### src/source/delay_unit.sv
`timescale 1ns/100ps

module delay_unit #(
  parameter int WIDTH = 8,
  parameter int DEPTH = 1
) (
  input  logic             reset,
  input  logic             clk,
  input  logic             in_valid,
  input  logic [WIDTH-1:0] in_data,
  output logic             out_valid,
  output logic [WIDTH-1:0] out_data
);

  logic [DEPTH-1:0] vld_q;
  logic [WIDTH-1:0] dat_q [DEPTH];

  // valid chain
  always_ff @(posedge reset or posedge clk) begin
    if (clk) begin
      vld_q <= '0;
    end else begin
      vld_q[0] <= in_valid;
      for (int i = 1; i < DEPTH; i++) begin
        vld_q[i] <= vld_q[i-1];
      end
    end
  end

  // data chain
  always_ff @(posedge reset) begin
    dat_q[0] <= in_data;
    for (int i = 1; i < DEPTH; i++) begin
      dat_q[i] <= dat_q[i-1];
    end
  end

  assign out_valid = vld_q[DEPTH-1];
  assign out_data  = dat_q[DEPTH-1];

endmodule

### config.mk
export PLATFORM = sky130hd
export DESIGN_NAME = delay_unit
export DESIGN_NICKNAME = d
export VERILOG_FILES = /design/src/source/delay_unit.sv
export SDC_FILE = /design/constraint.sdc
export NUM_CORES = 1
export LEC_CHECK = 0
export BUFFER_PORTS_ARGS = -buffer_cell sky130_fd_sc_hd__buf_2
export CORE_AREA = 2 2 39 41
export DETAILED_ROUTE_END_ITERATION = 12
export DIE_AREA = 0 0 41 43
export GPL_ROUTABILITY_DRIVEN = 0
export GPL_TIMING_DRIVEN = 0
export PLACE_DENSITY = 0.41
export SYNTH_ARGS = -nofsm -noshare
export SYNTH_HDL_FRONTEND = slang
export SYNTH_SLANG_ARGS = --single-unit
### constraint.sdc
create_clock -name reset -period 0.8 [get_ports reset]
set_input_delay 0.08 -clock reset [delete_from_list [all_inputs] [get_ports reset]]
set_output_delay 0.08 -clock reset [all_outputs]
set_load 0.01 [all_outputs]
**After elaboration in Yosys (flattened, before gate mapping)**

Memory sizes are Yosys's and may differ from the RTL's.
Cells that the tools add are included.

- Register bits: 1
- Memory bits (writable): 8
- Memories kept: 1

Memories:

| memory | words | bits a word | rd ports | clocked after Yosys merged registers in | write ports | RTL line | source |
|---|---|---|---|---|---|---|---|
| dat_q | 1 | 8 | 1 | 0 | 1 | 16 | `logic [WIDTH-1:0] dat_q [DEPTH];` |

**Depth between registers and ports, before layout**

Gate-level depths: netlist of run 1.

- Depth in word-level cells: 0
- Depth in mapped cells: 1

**Worst setup path after synthesis of run 1**

OpenSTA, ideal clock, no wires.

- Kind: reg-to-output
- From: register vld_q, in the netlist out_valid
- To: output out_valid
- Arrival: 376 ps
- Data required time: 720 ps
- Path slack: 344 ps
- Stages on the path, launching flop included: 1
- Buffers on the path: 0
- Cell sequence: dfrtp_1

RTL lines:

| element | RTL line | source |
|---|---|---|
| start, declared | 15 | `logic [DEPTH-1:0] vld_q;` |
| start signal, assigned by index | 25 | `vld_q[i] <= vld_q[i-1];` |
| end, declared | 11 | `output logic out_valid,` |

No word-level cell between the ends.

**Worst setup path after layout of run 1**

- From: register vld_q, in the netlist out_valid
- To: output out_valid

No word-level cell between the ends.

==> results of run 1 <==
[flip-flops by register name (all words and copies together) (netlist names)]
name	flops
out_valid	1
dat_q	8
[tightest hold or removal path, cell delays in order]
cell and delay (ns):
dlygate4sd3_1 0.54, buf_2 0.12, inv_1 0.05
[logic make-up after synthesis]
kind of cell	Yosys count	synth area share
flip-flops	9	0.980
buffers and inverters	1	0.0198
[metrics by stage]
| step | hold WS, ns | utilization | TNS (ns) | worst slack (ns) |
|---|---|---|---|---|
| floorplan | -0.191 | - | 0 | 0.344 |
| global placement | -0.0874 | 0.220 | 0 | 0.252 |
| detailed placement | -0.0845 | 0.220 | 0 | 0.251 |
| CTS | 0.191 | 0.311 | -0.0311 | -0.0311 |
| global route | 0.218 | 0.322 | -0.0634 | -0.0630 |
| finish | 0.210 | 0.322 | -0.0120 | -0.0120 |
[final cells by class]
type / instances / area share
clock buffer: 4 / 0.0590
inverter: 1 / 0.00843
sequential: 9 / 0.421
tap: 16 / 0.0449
timing repair buffer: 29 / 0.466
[cells in the final DEF (no fill, tap or decap), drive strengths merged]
cell type and n:
inv 1, buf 19, dfrtp 1, dfxtp 8, dlygate4sd3 10, clkbuf 4
[path summary, 6_finish.rpt]
path | endpoint | slack [ns] | depth (start not counted)
worst max-delay path | out_valid | -0.01 | 1
worst min-delay path | out_valid | 0.21 | 3
max in group asynchronous | out_valid | 0.50 | 3
min in group reset | dat_q[0][5] | 0.46 | 2
[power by group]
| part | internal [mW] | switching [mW] | leakage, nW |
|---|---|---|---|
| registers | 0.474 | 0.00613 | 0.0792 |
| clock network | 0.191 | 0.138 | 0.0150 |
| logic | 0.0702 | 0.0332 | 0.126 |
[routing by layer]
layer / up-vias / routed length, um
met5: - / 0
met2: 16 / 242
li1: 94 / -
met3: 0 / 75
met1: 82 / 184
met4: 0 / 0
[timing repair]
| action | 4_1_cts | 5_1_grt |
|---|---|---|
| endpoints found under the setup margin | 1 | 4 |
| hold buffers | 10 | 0 |
| endpoints found under the hold margin | 10 | 0 |
| gates resized for setup | 0 | 4 |
| buffers inserted | 0 | 0 |
| pin swaps | 0 | 0 |
==> results.py, run 1 <==
metrics = {
    "final_layout": {
        "num_antenna_cells": 0,
        "multi_input_gates": 0,
        "nets": 55,
        "fin_cells": 59,
        "area_growth_pct": 136,
        "multiInputGateArea_um2": 0,
        "drive_gt1_frac": 0.558,
        "final_area_um2": 445,
        "fillerInstances": 146,
        "ff_latch_area_um2": 188,
    },
    "die": {
        "die_h_um": 43,
        "core_mm2": 0.00138,
        "start_util": 0.137,
        "dieArea_mm2": 0.00176,
        "dieWidth_um": 41,
        "io_pins": 20,
        "placementRows": 14,
    },
    "timing": {
        "slew_viol_final": 0,
        "worst_slew_pin_slew_ns": 0.0592,
        "finalCriticalPeriod_ns": 0.812,
        "hold_viol_final": 0,
        "fmax_ghz": 1.23,
        "finalWorstSetupSlack_ns": -0.0120,
        "finalSetupViolCount": 1,
        "period_share": 1.01,
        "rsz0062_at_grt": "true",
        "slew-limit-headroom": 0.960,
    },
    "clock_network": {
        "cts.htree.levels": 1,
        "cts_buffers": 3,
        "root_buffer": "clkbuf_4",
        "cts_tree": "done",
        "clock_path_buffers": 2,
        "cts.sinks": 9,
        "cts.clk_slew.worst_paths_ns": 0.06,
    },
    "worst_setup_path": {
        "cp_slowest_stage_delay_ns": 0.35,
        "worstPathRequired_ns": 0.72,
        "arrival_ns": 0.73,
        "worst-path-buf-inv": 1,
        "critPathLaunch": "out_valid",
        "crit_fanout": 1,
        "path_class": "reg2out",
        "cpMaxStageDelayCell": "dfrtp_1",
        "worstPathCellList": "buf_2",
        "crit_family": "flip-flops",
        "end_kind": "output port",
        "start_kind": "flop",
    },
    "logic_synthesis": {
        "ys_seq_elements": 9,
        "ys.flop_type": "dfxtp_1",
        "yosys_warnings": 0,
        "synth.avg_cell_area_um2": 18.9,
        "seq_area_frac_synth": 0.980,
        "ys_async_sr_fraction": 0.111,
        "synth_edf_count": 0,
        "ys_top_cells_by_area": "dfxtp_1 (85%), dfrtp_1 (13%), inv_1 (2.0%)",
        "synth_cell_types": 3,
        "synth_top_area_frac": 0.848,
        "ys_top_cells_by_count": "dfxtp_1 (8), dfrtp_1 (1), inv_1 (1)",
        "syn_inst": 10,
        "synth_area_um2": 189,
        "yosysTopAreaCell": "dfxtp_1",
        "syn_nets": 21,
        "synth_most_common_cell": "dfxtp_1",
    },
    "global_route": {
        "grt_util_all_layers": 0.0655,
        "met1_usage": 0.0422,
        "busiest_layer": "met2",
        "grt_overflow": 0,
        "grt_max_degree": 6,
        "gr-usage-met2": 0.103,
        "antenna_found_initial": 0,
        "use_met3": 0.0524,
        "grt_first_pass_wirelength_um": 696,
        "first_global_vias": 220,
    },
    "pwr": {
        "p_per_area_mw_per_mm2": 2050,
        "ir_drop_uv": 616,
        "leakagePower_nw": 0.220,
        "power.total_mw": 0.912,
    },
    "placement": {
        "io_buffers": 19,
        "place_inst": 45,
        "dpl_cell_area_um2": 304,
    },
    "drt": {
        "vias": 192,
        "post-route-drc-count": 0,
        "dr.pass1.iters": 1,
        "antenna_left": 0,
        "avgViaCountPerCell": 3.25,
        "wirelength_um": 503,
        "wl_per_cell_um": 8.53,
        "first_iter_violations": 0,
    },
    "outcome": {
        "status": "finished with violations",
        "violations": "setup timing",
    },
    "hold_path": {
        "worstHoldPathType": "in2async",
    },
    "job": {
        "maxCapViolations": 0,
    },
}
Note: power is estimated with default switching activity, not from simulation.
==> run 2: changes to the inputs <==
==> constraint.sdc (replaced) <==
create_clock -name reset -period 0.8 [get_ports reset]
set_input_delay 0.08 -clock reset [delete_from_list [all_inputs] [get_ports reset]]
set_output_delay 0.08 -clock reset [all_outputs]
set_load 0.02 [all_outputs]
==> results.py, run 2 (same netlist as run 1, synthesis figures left out) <==
metrics = {
    "worst_setup_path": {
        "cpMaxStageDelayCell": "dfrtp_1",
        "worstPathCellList": "buf_6",
        "cp_slowest_stage_delay_ns": 0.37,
        "worst-path-buf-inv": 1,
        "path_class": "reg2out",
        "critPathLaunch": "out_valid",
        "start_kind": "flop",
        "arrival_ns": 0.75,
        "worstPathRequired_ns": 0.72,
        "crit_fanout": 1,
        "crit_family": "flip-flops",
        "cp.depth": 1,
        "end_kind": "output port",
    },
    "die": {
        "dieArea_mm2": 0.00176,
        "start_util": 0.137,
        "io_pins": 20,
        "core_mm2": 0.00138,
        "die_h_um": 43,
        "dieWidth_um": 41,
        "placementRows": 14,
    },
    "outcome": {
        "violations": "setup timing",
        "status": "finished with violations",
    },
    "final_layout": {
        "nets": 55,
        "layout_common_cells": "dlygate4sd3_1 (10), buf_2 (10), buf_6 (7)",
        "fin_cells": 59,
        "ff_latch_area_um2": 191,
        "largest_register_ffs": 8,
        "regMostFlops": "dat_q",
        "drive_gt1_frac": 0.628,
        "num_antenna_cells": 0,
        "fillerInstances": 143,
        "multiInputGateArea_um2": 0,
        "final_area_um2": 485,
        "area_growth_pct": 157,
        "multi_input_gates": 0,
    },
    "clock_network": {
        "clock_path_buffers": 2,
        "cts.clk_slew.worst_paths_ns": 0.06,
        "cts_buffers": 3,
        "cts.sinks": 9,
        "root_buffer": "clkbuf_4",
        "cts_tree": "done",
        "cts_setup_buffers": 0,
        "cts.htree.levels": 1,
    },
    "drt": {
        "vias": 194,
        "antenna_left": 0,
        "wl_per_cell_um": 8.27,
        "avgViaCountPerCell": 3.29,
        "first_iter_violations": 0,
        "post-route-drc-count": 0,
        "wirelength_um": 488,
        "dr.pass1.iters": 1,
    },
    "global_route": {
        "antenna_found_initial": 0,
        "grt_overflow": 0,
        "grt_util_all_layers": 0.0655,
        "first_global_vias": 220,
        "grt_max_degree": 6,
        "grt_first_pass_wirelength_um": 696,
        "busiest_layer": "met2",
        "use_met3": 0.0524,
        "met1_usage": 0.0422,
        "gr-usage-met2": 0.103,
    },
    "pwr": {
        "p_sw_frac": 0.210,
        "leakagePower_nw": 0.233,
        "switchingPower_mw": 0.201,
        "pwr-share-clk": 0.346,
        "p_per_area_mw_per_mm2": 1970,
        "internal-power_mw": 0.756,
        "sequentialPowerShare": 0.508,
        "combPwrFrac": 0.146,
        "ir_drop_uv": 649,
    },
    "placement": {
        "dpl_cell_area_um2": 304,
        "place_inst": 45,
        "preCtsSetupSlack_ns": 0.231,
        "io_buffers": 19,
    },
    "timing": {
        "slew-limit-headroom": 0.955,
        "finalWorstSetupSlack_ns": -0.0255,
        "slew_viol_final": 0,
        "finalSetupViolCount": 1,
        "setup_tns_ns": -0.0255,
        "period_share": 1.03,
        "hold_viol_final": 0,
        "fmax_ghz": 1.21,
        "rsz0062_at_grt": "true",
        "worst_slew_pin_slew_ns": 0.0679,
        "finalCriticalPeriod_ns": 0.825,
    },
    "hold_path": {
        "worstHoldPathType": "in2async",
    },
    "job": {
        "maxCapViolations": 0,
    },
}
-- run 2: cell counts in the layout (fill, tap and decap cells not counted) --
No cell type changed its count.
-- run 2: final cells by class --
type                  count  area share
Timing Repair Buffer     29       0.503
Clock buffer              4      0.0541
Inverter                  1     0.00773
Sequential cell           9       0.394
Tap cell                 16      0.0412
-- run 2: path summary, 6_finish.rpt --
path                               end  slack (ns)
max in group asynchronous    out_valid        0.50
min in group reset         dat_q[0][5]        0.46
setup / recovery             out_valid       -0.03
hold / removal               out_valid        0.21
-- run 2: what timing repair did --
| action | 4_1_cts | 5_1_grt |
|---|---|---|
| gates resized for setup | 7 | 14 |
| setup endpoints to repair | 6 | 9 |
| gates cloned | 0 | 0 |
| hold endpoints to repair | 10 | 0 |
| hold buffers | 10 | 0 |
-- run 2: stage by stage --
stage	util	hold WS (ns)	power [mW]
6_report	0.351	0.210	0.957
5_1_grt	0.351	0.210	1.02
4_1_cts	0.325	0.191	0.962
3_5_place_dp	0.220	-0.0845	0.568
3_3_place_gp	0.220	-0.0874	0.566
2_1_floorplan	-	-0.191	0.521
-- run 2: power by group through the flow --
stage | logic [mW] | registers (mW) | clock network [mW]
floorplan | 0.00115 | 0.520 | 0
global placement | 0.0786 | 0.488 | 0
detailed placement | 0.0795 | 0.488 | 0
CTS | 0.127 | 0.480 | 0.355
global route | 0.150 | 0.487 | 0.379
finish | 0.140 | 0.486 | 0.331
-- run 2: per-layer routing --
layer / up-vias / share of wire
met5: - / 0
met4: 0 / 0
met3: 0 / 0.16
met2: 16 / 0.49
met1: 84 / 0.35
li1: 94 / -
