`src/source/sptc_config.svh`:
```
`ifndef SPTC_CONFIG_SVH
`define SPTC_CONFIG_SVH

// matrix dimensions
`define SPTC_M         8
`define SPTC_K         8
`define SPTC_N         8

// tile shape per issue
`define SPTC_M_TILE    4
`define SPTC_N_TILE    2
`define SPTC_K_TILE_B  4

// 2:4 structured sparsity
`define SPTC_EXPAND    2
`define SPTC_K_TILE_A  2
`define SPTC_A_NZ      4

// datapath widths
`define SPTC_DW_MUL    8
`define SPTC_DW_IDX    2
`define SPTC_DW_ADD    32

// pipeline depths, in cycles after issue
`define SPTC_CPT_DEPTH 1
`define SPTC_TAG_DEPTH 2

`endif
```
`src/source/sptc_data_pkg.sv`:
```
`include "sptc_config.svh"

package sptc_data_pkg;

  // tile counter widths
  localparam int TAG_M_W = $clog2(`SPTC_M / `SPTC_M_TILE);
  localparam int TAG_K_W = $clog2(`SPTC_K / `SPTC_K_TILE_B);
  localparam int TAG_N_W = $clog2(`SPTC_N / `SPTC_N_TILE);

  typedef logic signed [`SPTC_DW_MUL-1:0] elem_t;
  typedef logic [`SPTC_DW_IDX-1:0] idx_t;
  typedef logic signed [`SPTC_DW_ADD-1:0] acc_t;

  // position of one tile operation in the m/k/n walk
  typedef struct packed {
    logic [TAG_M_W-1:0] m;
    logic [TAG_K_W-1:0] k;
    logic [TAG_N_W-1:0] n;
  } tile_tag_t;

endpackage

```
`src/source/compact_unit.sv`:
```
`timescale 1ns/100ps
`include "sptc_config.svh"

module compact_unit (
  input  logic                                                         reset,
  input  logic                                                         clk,
  input  sptc_data_pkg::idx_t [`SPTC_M_TILE-1:0][`SPTC_K_TILE_A-1:0]   in_index,
  input  sptc_data_pkg::elem_t [`SPTC_K_TILE_B-1:0][`SPTC_N_TILE-1:0]  in_b_tile,
  output sptc_data_pkg::elem_t [`SPTC_M_TILE-1:0][`SPTC_K_TILE_A-1:0][`SPTC_N_TILE-1:0] out_b
);
  import sptc_data_pkg::*;

  // dense columns per sparse group, and kept values per group
  localparam int GRP_W  = 1 << `SPTC_DW_IDX;
  localparam int GRP_NZ = GRP_W / `SPTC_EXPAND;

  elem_t [`SPTC_M_TILE-1:0][`SPTC_K_TILE_A-1:0][`SPTC_N_TILE-1:0] gather;

  // slot s sits in group s / GRP_NZ, its index picks the row inside it
  always_comb begin
    for (int r = 0; r < `SPTC_M_TILE; r++) begin
      for (int s = 0; s < `SPTC_K_TILE_A; s++) begin
        for (int c = 0; c < `SPTC_N_TILE; c++) begin
          gather[r][s][c] = in_b_tile[(s / GRP_NZ) * GRP_W + int'(in_index[r][s])][c];
        end
      end
    end
  end

  always_ff @(posedge reset or posedge clk) begin
    if (clk) begin
      out_b <= '0;
    end else begin
      out_b <= gather;
    end
  end

endmodule

```
`config.mk`:
```
export PLATFORM = sky130hd
export DESIGN_NAME = compact_unit
export DESIGN_NICKNAME = d
export VERILOG_FILES = /design/src/source/sptc_data_pkg.sv /design/src/source/compact_unit.sv
export VERILOG_INCLUDE_DIRS = /design/src /design/src/source
export SDC_FILE = /design/constraint.sdc
export NUM_CORES = 1
export LEC_CHECK = 0
export BUFFER_PORTS_ARGS = -buffer_cell sky130_fd_sc_hd__buf_2
export CORE_AREA = 5 5 116 118
export DETAILED_ROUTE_END_ITERATION = 8
export DIE_AREA = 0 0 121 123
export PLACE_DENSITY = 0.94
export SETUP_SLACK_MARGIN = 0.05
export SYNTH_ARGS = -nofsm -noshare
export SYNTH_HDL_FRONTEND = slang
export SYNTH_SLANG_ARGS = --single-unit
```
`constraint.sdc`:
```
create_clock -name reset -period 13.9 [get_ports reset]
set_clock_uncertainty 0.1 [all_clocks]
set_input_delay 4.17 -clock reset [delete_from_list [all_inputs] [get_ports reset]]
set_output_delay 4.17 -clock reset [all_outputs]
set_load 0.01 [all_outputs]
```
Word level (Yosys, flattened, before mapping)

Index checks and enable logic that the tools add are counted.

$lt $le $gt $ge: 8
Muxes and demuxes: 16

Operators by type and width:

| operator             | count |
|---|---|
| $bmux W16 S2         | 8 |
| $mux W16             | 8 |
| $lt A2 B3 Y1 const B | 8 |

Input bits: 82
Bits in registers: 128
Output and inout port bits: 128
Logic and storage cells: 40

Longest topological paths before layout

Gate-level depths: netlist of the first run.

Word-level depth: 2
Mapped depth: 3

Worst setup path before layout of the first run

No wires, ideal clock.

Path kind: in2reg
Start point: input port in_index[12] (netlist bit)
End point: register out_b[101] (netlist bit)
Setup slack: 8.759 ns
Required time: 13.661 ns
Data arrival time: 4.902 ns
Cell stages on the path: 3
Path through: buf_6 buf_12 mux4_2

RTL lines:

| element                | line               | source |
|---|---|---|
| start: declaration     | compact_unit.sv:7  | `` input sptc_data_pkg::idx_t [`SPTC_M_TILE-1:0][`SPTC_K_TILE_A-1:0] in_index, `` |
| end signal: assignment | compact_unit.sv:34 | `out_b <= gather;` |
| end: declaration       | compact_unit.sv:9  | `` output sptc_data_pkg::elem_t [`SPTC_M_TILE-1:0][`SPTC_K_TILE_A-1:0][`SPTC_N_TILE-1:0] out_b `` |

==> flow_summary.yaml, run 1 <==
synth:
  synth_top_flop_cell: "dfrtp_1"
  yosys.area.top_type: "dfrtp_1"
  synth_area_leaders: "dfrtp_1 49%, mux4_2 27%, mux4_1 19%, buf_12 2.4%, buf_6 1.4%"
  synth_fp_nets: 371
  synth-seq-cells: 128
  synth_edf_count: 0
  synth_top_area_share_pct: 48.53
  synth.most_common_cell: "dfrtp_1"
  avgSynthCellArea_sq_um: 22.84
  async_reset_ff_share_pct: 100.0
  yosysSeqAreaShare_pct: 48.53
  syn_area_sq_um: 6600
  synth_commonest_cells: "128 x dfrtp_1, 80 x mux4_2, 48 x mux4_1"
  syn_inst: 289
  synthDistinctLibCells: 7
  ys_warn_count: 0
place:
  port_buffers: 209
  gp_congestion: 0.8406
  place_hpwl_um: 11480
  dp.cells: 639
layout:
  drive_gt1_share_pct: 64.53
  layoutNonFillerInstCount: 672
  final_nets: 568
  areaGrowthSynthToFinish_pct: 23.98
  fin_util_pct: 66.19
  fill_cells: 797
  multi_input_area_sq_um: 3063
  top_regs: "out_b: 128 flops"
  largest_register_ffs: 128
  ff_latch_area_sq_um: 3203
  top_register: "out_b"
setup_path:
  cp_slowest_cell: "buf_4"
  startpoint_type: "primary input"
  crit_buf_inv: 3
  critical_path_class: "in2async"
  crit_fanout: 80
  path_cells: "buf_2, inv_4, buf_4"
  crit_required_ps: 14190
  cp_slowest_stage_delay_ps: 830
  critical_path.top_delay_family: "buffers and inverters"
  cp.arrival_ps: 5600
  crit_path_end_kind: "async pin"
power:
  powerDensity_nw_per_um2: 131.7
  intPower_w: 0.0008106
  leakagePower_nw: 3.640
  clkPwrFrac_pct: 43.6
  swShare_pct: 24.76
  switchingPower_w: 0.0002667
  vdd_drop_max_mv: 0.07621
  combPwrFrac_pct: 17.0
  finalPower_w: 0.001077
  pwr-share-seq_pct: 39.4
sta:
  fmax_mhz: 188.4
  fin_crit_sh_pct: 38.19
  drv_slew: 0
  hold_violations: 0
  worst_pin_slew_ps: 963.6
  fin_tns_setup_ps: 0
  max-slew-margin-rel_pct: 35.76
  setup_viol: 0
  finalCriticalPeriod_ps: 5309
  rsz0062_at_grt: "no"
die:
  num_rows: 41
  die_h_um: 123
  ios: 210
  die_w_um: 121
  dieArea_sq_um: 14880
  start_util_pct: 53.39
  coreArea_sq_um: 12360
clocking:
  cts_resized: 0
  cts_sinks: 128
  clk_pin_slew_ps: 60
  cts_tree: "yes"
  root_buffer: "clkbuf_16"
  cts-htree-levels: 4
  hold_buffers: 0
  cts_made_buffers: 17
  ctsLongestPathBuffers: 2
  postCtsSetupRepairBufs: 0
routing:
  first_pass_iters: 4
  routed_wl_um: 17630
  vias: 4134
  drt_iter0_drc: 295
  ant_nets: 0
  detail_route.vias_per_cell: 6.152
  drc_errors: 0
  avgRoutedWirePerCell_um: 26.24
global_routing:
  antenna_found_initial: 1
  overflow: 0
  grt_usage_pct: 25.04
  grt_max_degree: 81
  grt_pass1_wl_um: 26570
  grt_pass1_vias: 4333
status:
  status: "completed"
run:
  drv_cap: 0
hold_path:
  hp-class: "in2async"
layout by cell type, fill, tap and decap left out, types with 2 or more instances in the layout:
cell type	count
buf_2	209
bufinv_16	4
clkbuf_16	17
clkbuf_8	2
clkinv_4	3
clkinvlp_4	3
dfrtp_1	128
mux4_1	48
mux4_2	80
power groups by stage:
stage               registers, W  clock network [W]  logic [W]
floorplan               0.000448                  0  0.0000892
global placement        0.000429                  0   0.000179
detailed placement      0.000430                  0   0.000184
CTS                     0.000425           0.000479   0.000185
global route            0.000428           0.000494   0.000197
finish                  0.000424           0.000470   0.000183
routing by layer:
| layer | vias up | GRT usage, % | wire [um] |
|---|---|---|---|
| li1 | 1678 | - | - |
| met1 | 2164 | 32.44 | 6723 |
| met2 | 259 | 40.74 | 8902 |
| met3 | 33 | 7.685 | 1595 |
| met4 | 0 | 8.994 | 410 |
| met5 | - | 0 | 0 |
stage by stage:
stage          cell area [sq um]  hold slack [ps]  setup WS (ps)
5_1_grt                     8183             3779           8267
4_1_cts                     8180             3731           8503
2_1_floorplan               6600             4294           6217
3_3_place_gp                7541             4148           8178
6_report                    8183             3723           8591
3_5_place_dp                7541             4171           8091
cell families after synthesis:
group    synth area share, %
mux                    46.41
flops                  48.53
buf+inv                5.062
cell type report:
| type | count | share of cell area [%] |
|---|---|---|
| repair buffers | 210 | 12.87 |
| well taps | 172 | 2.630 |
| multi-input cells | 128 | 37.43 |
| inverters | 1 | 0.07645 |
| clock inverters | 12 | 2.232 |
| flip-flops and latches | 128 | 39.14 |
| clock buffers | 20 | 5.581 |
| diodes | 1 | 0.03058 |
worst paths after layout:
kind | from | end | slack (ps) | depth (start not counted)
max in group reset | out_b[113] | out_b[113] | 8670 | 1
setup / recovery | clk | out_b[63] | 8590 | 3
min in group reset | in_b_tile[2] | out_b[98] | 4040 | 2
hold / removal | clk | out_b[93] | 3720 | 2
Note: power is estimated with default switching activity, not from simulation.
==> run 2: changes to the inputs <==
--- a/config.mk
+++ b/config.mk
@@ -6,11 +6,12 @@
 export SDC_FILE = /design/constraint.sdc
 export NUM_CORES = 1
 export LEC_CHECK = 0
+export ABC_AREA = 1
 export BUFFER_PORTS_ARGS = -buffer_cell sky130_fd_sc_hd__buf_2
-export CORE_AREA = 5 5 116 118
+export CORE_AREA = 5 5 134 136
 export DETAILED_ROUTE_END_ITERATION = 8
-export DIE_AREA = 0 0 121 123
-export PLACE_DENSITY = 0.94
+export DIE_AREA = 0 0 139 141
+export PLACE_DENSITY = 0.87
 export SETUP_SLACK_MARGIN = 0.05
 export SYNTH_ARGS = -nofsm -noshare
 export SYNTH_HDL_FRONTEND = slang
==> constraint.sdc (replaced) <==
create_clock -name reset -period 4.8 [get_ports reset]
set_clock_uncertainty 0.1 [all_clocks]
set_input_delay 1.44 -clock reset [delete_from_list [all_inputs] [get_ports reset]]
set_output_delay 1.44 -clock reset [all_outputs]
set_load 0.01 [all_outputs]
==> run 2 against run 1 <==
Effect of this change: the flow now finishes with violations (DRC); design area is 12% higher; hold slack worse by 2600 ps; first-iteration DRC count increased to 4.9 times the previous value; combinational power grew to 3.6 times the previous value; clock power rose to 2.9 times the previous value; sequential share of layout area decreased by 4.3 points; critical path depth fell by 2; global-route usage rose by 2.3 points; cell count rose by 130%; highest routed layer unchanged.
==> flow_summary.yaml, run 2 <==
status:
  status: "complete, but fails checks"
  violations: "DRC"
global_routing:
  grt_pass1_wl_um: 42660
  grt_max_degree: 129
  grt_usage_pct: 27.31
  overflow: 0
  grt_pass1_vias: 7695
  antenna_found_initial: 0
layout:
  final_nets: 1416
  top_regs: "out_b: 128 flops"
  drive_gt1_share_pct: 19.08
  final_common_cell: "nand2_1"
  areaGrowthSynthToFinish_pct: 15.44
  largest_register_ffs: 128
  top_register: "out_b"
  antennaDiodeCount: 0
  final_cell_mix: "640 x nand2_1, 256 x nand3_1, 209 x buf_2, 128 x dfrtp_1, 64 x inv_1"
clocking:
  clk_pin_slew_ps: 60
  cts_sinks: 128
  postCtsSetupRepairBufs: 0
  hold_buffers: 0
  ctsLongestPathBuffers: 2
  root_buffer: "clkbuf_16"
  cts_tree: "yes"
  cts-htree-levels: 4
  cts_resized: 0
  cts_made_buffers: 17
routing:
  ant_nets: 0
  drc_errors: 4
  drt_iter0_drc: 1453
  vias: 8705
  detail_route.vias_per_cell: 5.538
  avgRoutedWirePerCell_um: 17.31
  first_pass_iters: 9
  routed_wl_um: 27220
sta:
  fin_crit_sh_pct: 52.74
  setup_viol: 0
  worst_pin_slew_ps: 729.5
  finalCriticalPeriod_ps: 2532
  whs_ps: 1097
  fmax_mhz: 395.0
  rsz0062_at_grt: "no"
  drv_slew: 0
  fin_tns_setup_ps: 0
  hold_violations: 0
  max-slew-margin-rel_pct: 51.37
synth:
  synth_fp_nets: 1267
  synth_area_leaders: "dfrtp_1 40%, nand2_1 30%, nand3_1 16%, buf_6 6.5%, inv_1 3.1%"
  synth_edf_count: 0
  synth_top_area_share_pct: 40.21
  avgSynthCellArea_sq_um: 6.723
  synth_top_flop_cell: "dfrtp_1"
  syn_inst: 1185
  ys_warn_count: 0
  syn_area_sq_um: 7966
  synth-seq-cells: 128
  yosys.area.top_type: "dfrtp_1"
  yosysSeqAreaShare_pct: 40.21
  async_reset_ff_share_pct: 100.0
  synthDistinctLibCells: 9
  synth_commonest_cells: "640 x nand2_1, 256 x nand3_1, 128 x dfrtp_1"
  synth.most_common_cell: "nand2_1"
die:
  coreArea_sq_um: 16820
  num_rows: 48
  die_h_um: 141
  die_w_um: 139
  start_util_pct: 47.37
  dieArea_sq_um: 19600
  ios: 210
setup_path:
  cp_slowest_cell: "dfrtp_1"
  cp_slowest_stage_delay_ps: 410
  crit_fanout: 1
  crit_path_end_kind: "primary output"
  critical_path.top_delay_family: "flip-flops"
  cp.arrival_ps: 990
  critical_path_class: "reg2out"
  crit_buf_inv: 1
  crit_start: "out_b[76]"
  path_cells: "buf_2"
  startpoint_type: "flip-flop"
  crit_required_ps: 3260
place:
  port_buffers: 209
  place_hpwl_um: 18770
  gp_congestion: 0.9244
hold_path:
  hp-class: "in2async"
power:
  powerDensity_nw_per_um2: 354.3
  vdd_drop_max_mv: 0.2809
  leakagePower_nw: 5.231
run:
  drv_cap: 0
## run 2: cell count changes after synthesis, moves of 38 or more
cell | before | now
buf_6 | 8 | 46
inv_1 | 1 | 65
mux4_1 | 48 | 0
mux4_2 | 80 | 0
nand2_1 | 0 | 640
nand3_1 | 0 | 256
## run 2: final cells by class
type                       count  area (sq um)
tap                          225         281.5
fill                        1601          7620
sequential                   128          3203
clock buffer                  22         474.2
timing repair buffer         210          1066
multi-input combinational    896          3684
inverter                      81         330.3
clock inverter                10         157.7
## run 2: per-stage QoR
step / utilization [%] / total power (W) / cells / setup slack (ps) / instance area, sq um
2_1_floorplan: - / 0.001671 / 1185 / 1679 / 7970
4_1_cts: 54.69 / 0.003261 / 1572 / 2268 / 9196
3_3_place_gp: 50.93 / 0.001868 / 1540 / 2137 / 8564
5_1_grt: 54.69 / 0.003391 / 1572 / 2252 / 9196
6_report: 54.69 / 0.003258 / 1572 / 2268 / 9196
3_5_place_dp: 50.93 / 0.001882 / 1540 / 2095 / 8564
## run 2: cell families after synthesis
logic type	count (synthesis)	share of synthesized area, %
flip-flops	128	40.21
AND/OR/NAND/NOR	896	46.24
buffers and inverters	161	13.55
## run 2: worst paths after layout
kind / depth (start not counted) / end / slack (ps)
max: 1 / out_b[76] / 2270
min: 3 / out_b[107] / 1100
max in group asynchronous: 3 / out_b[38] / 2920
min in group reset: 3 / out_b[79] / 1350
## run 2: per-layer routing
layer / track usage [%] / wire length (um) / vias up
li1: - / - / 3972
met1: 36.33 / 9987 / 3896
met2: 43.21 / 12420 / 749
met3: 6.750 / 3766 / 88
met4: 10.76 / 1046 / 0
met5: 0 / 0 / -
## run 2: where the power goes
part	internal, W	leakage, nW	total, W	switching [W]
sequential	0.00118	1.50	0.00122	0.0000379
clock	0.000907	0.302	0.00138	0.000476
combinational	0.000207	3.43	0.000656	0.000449
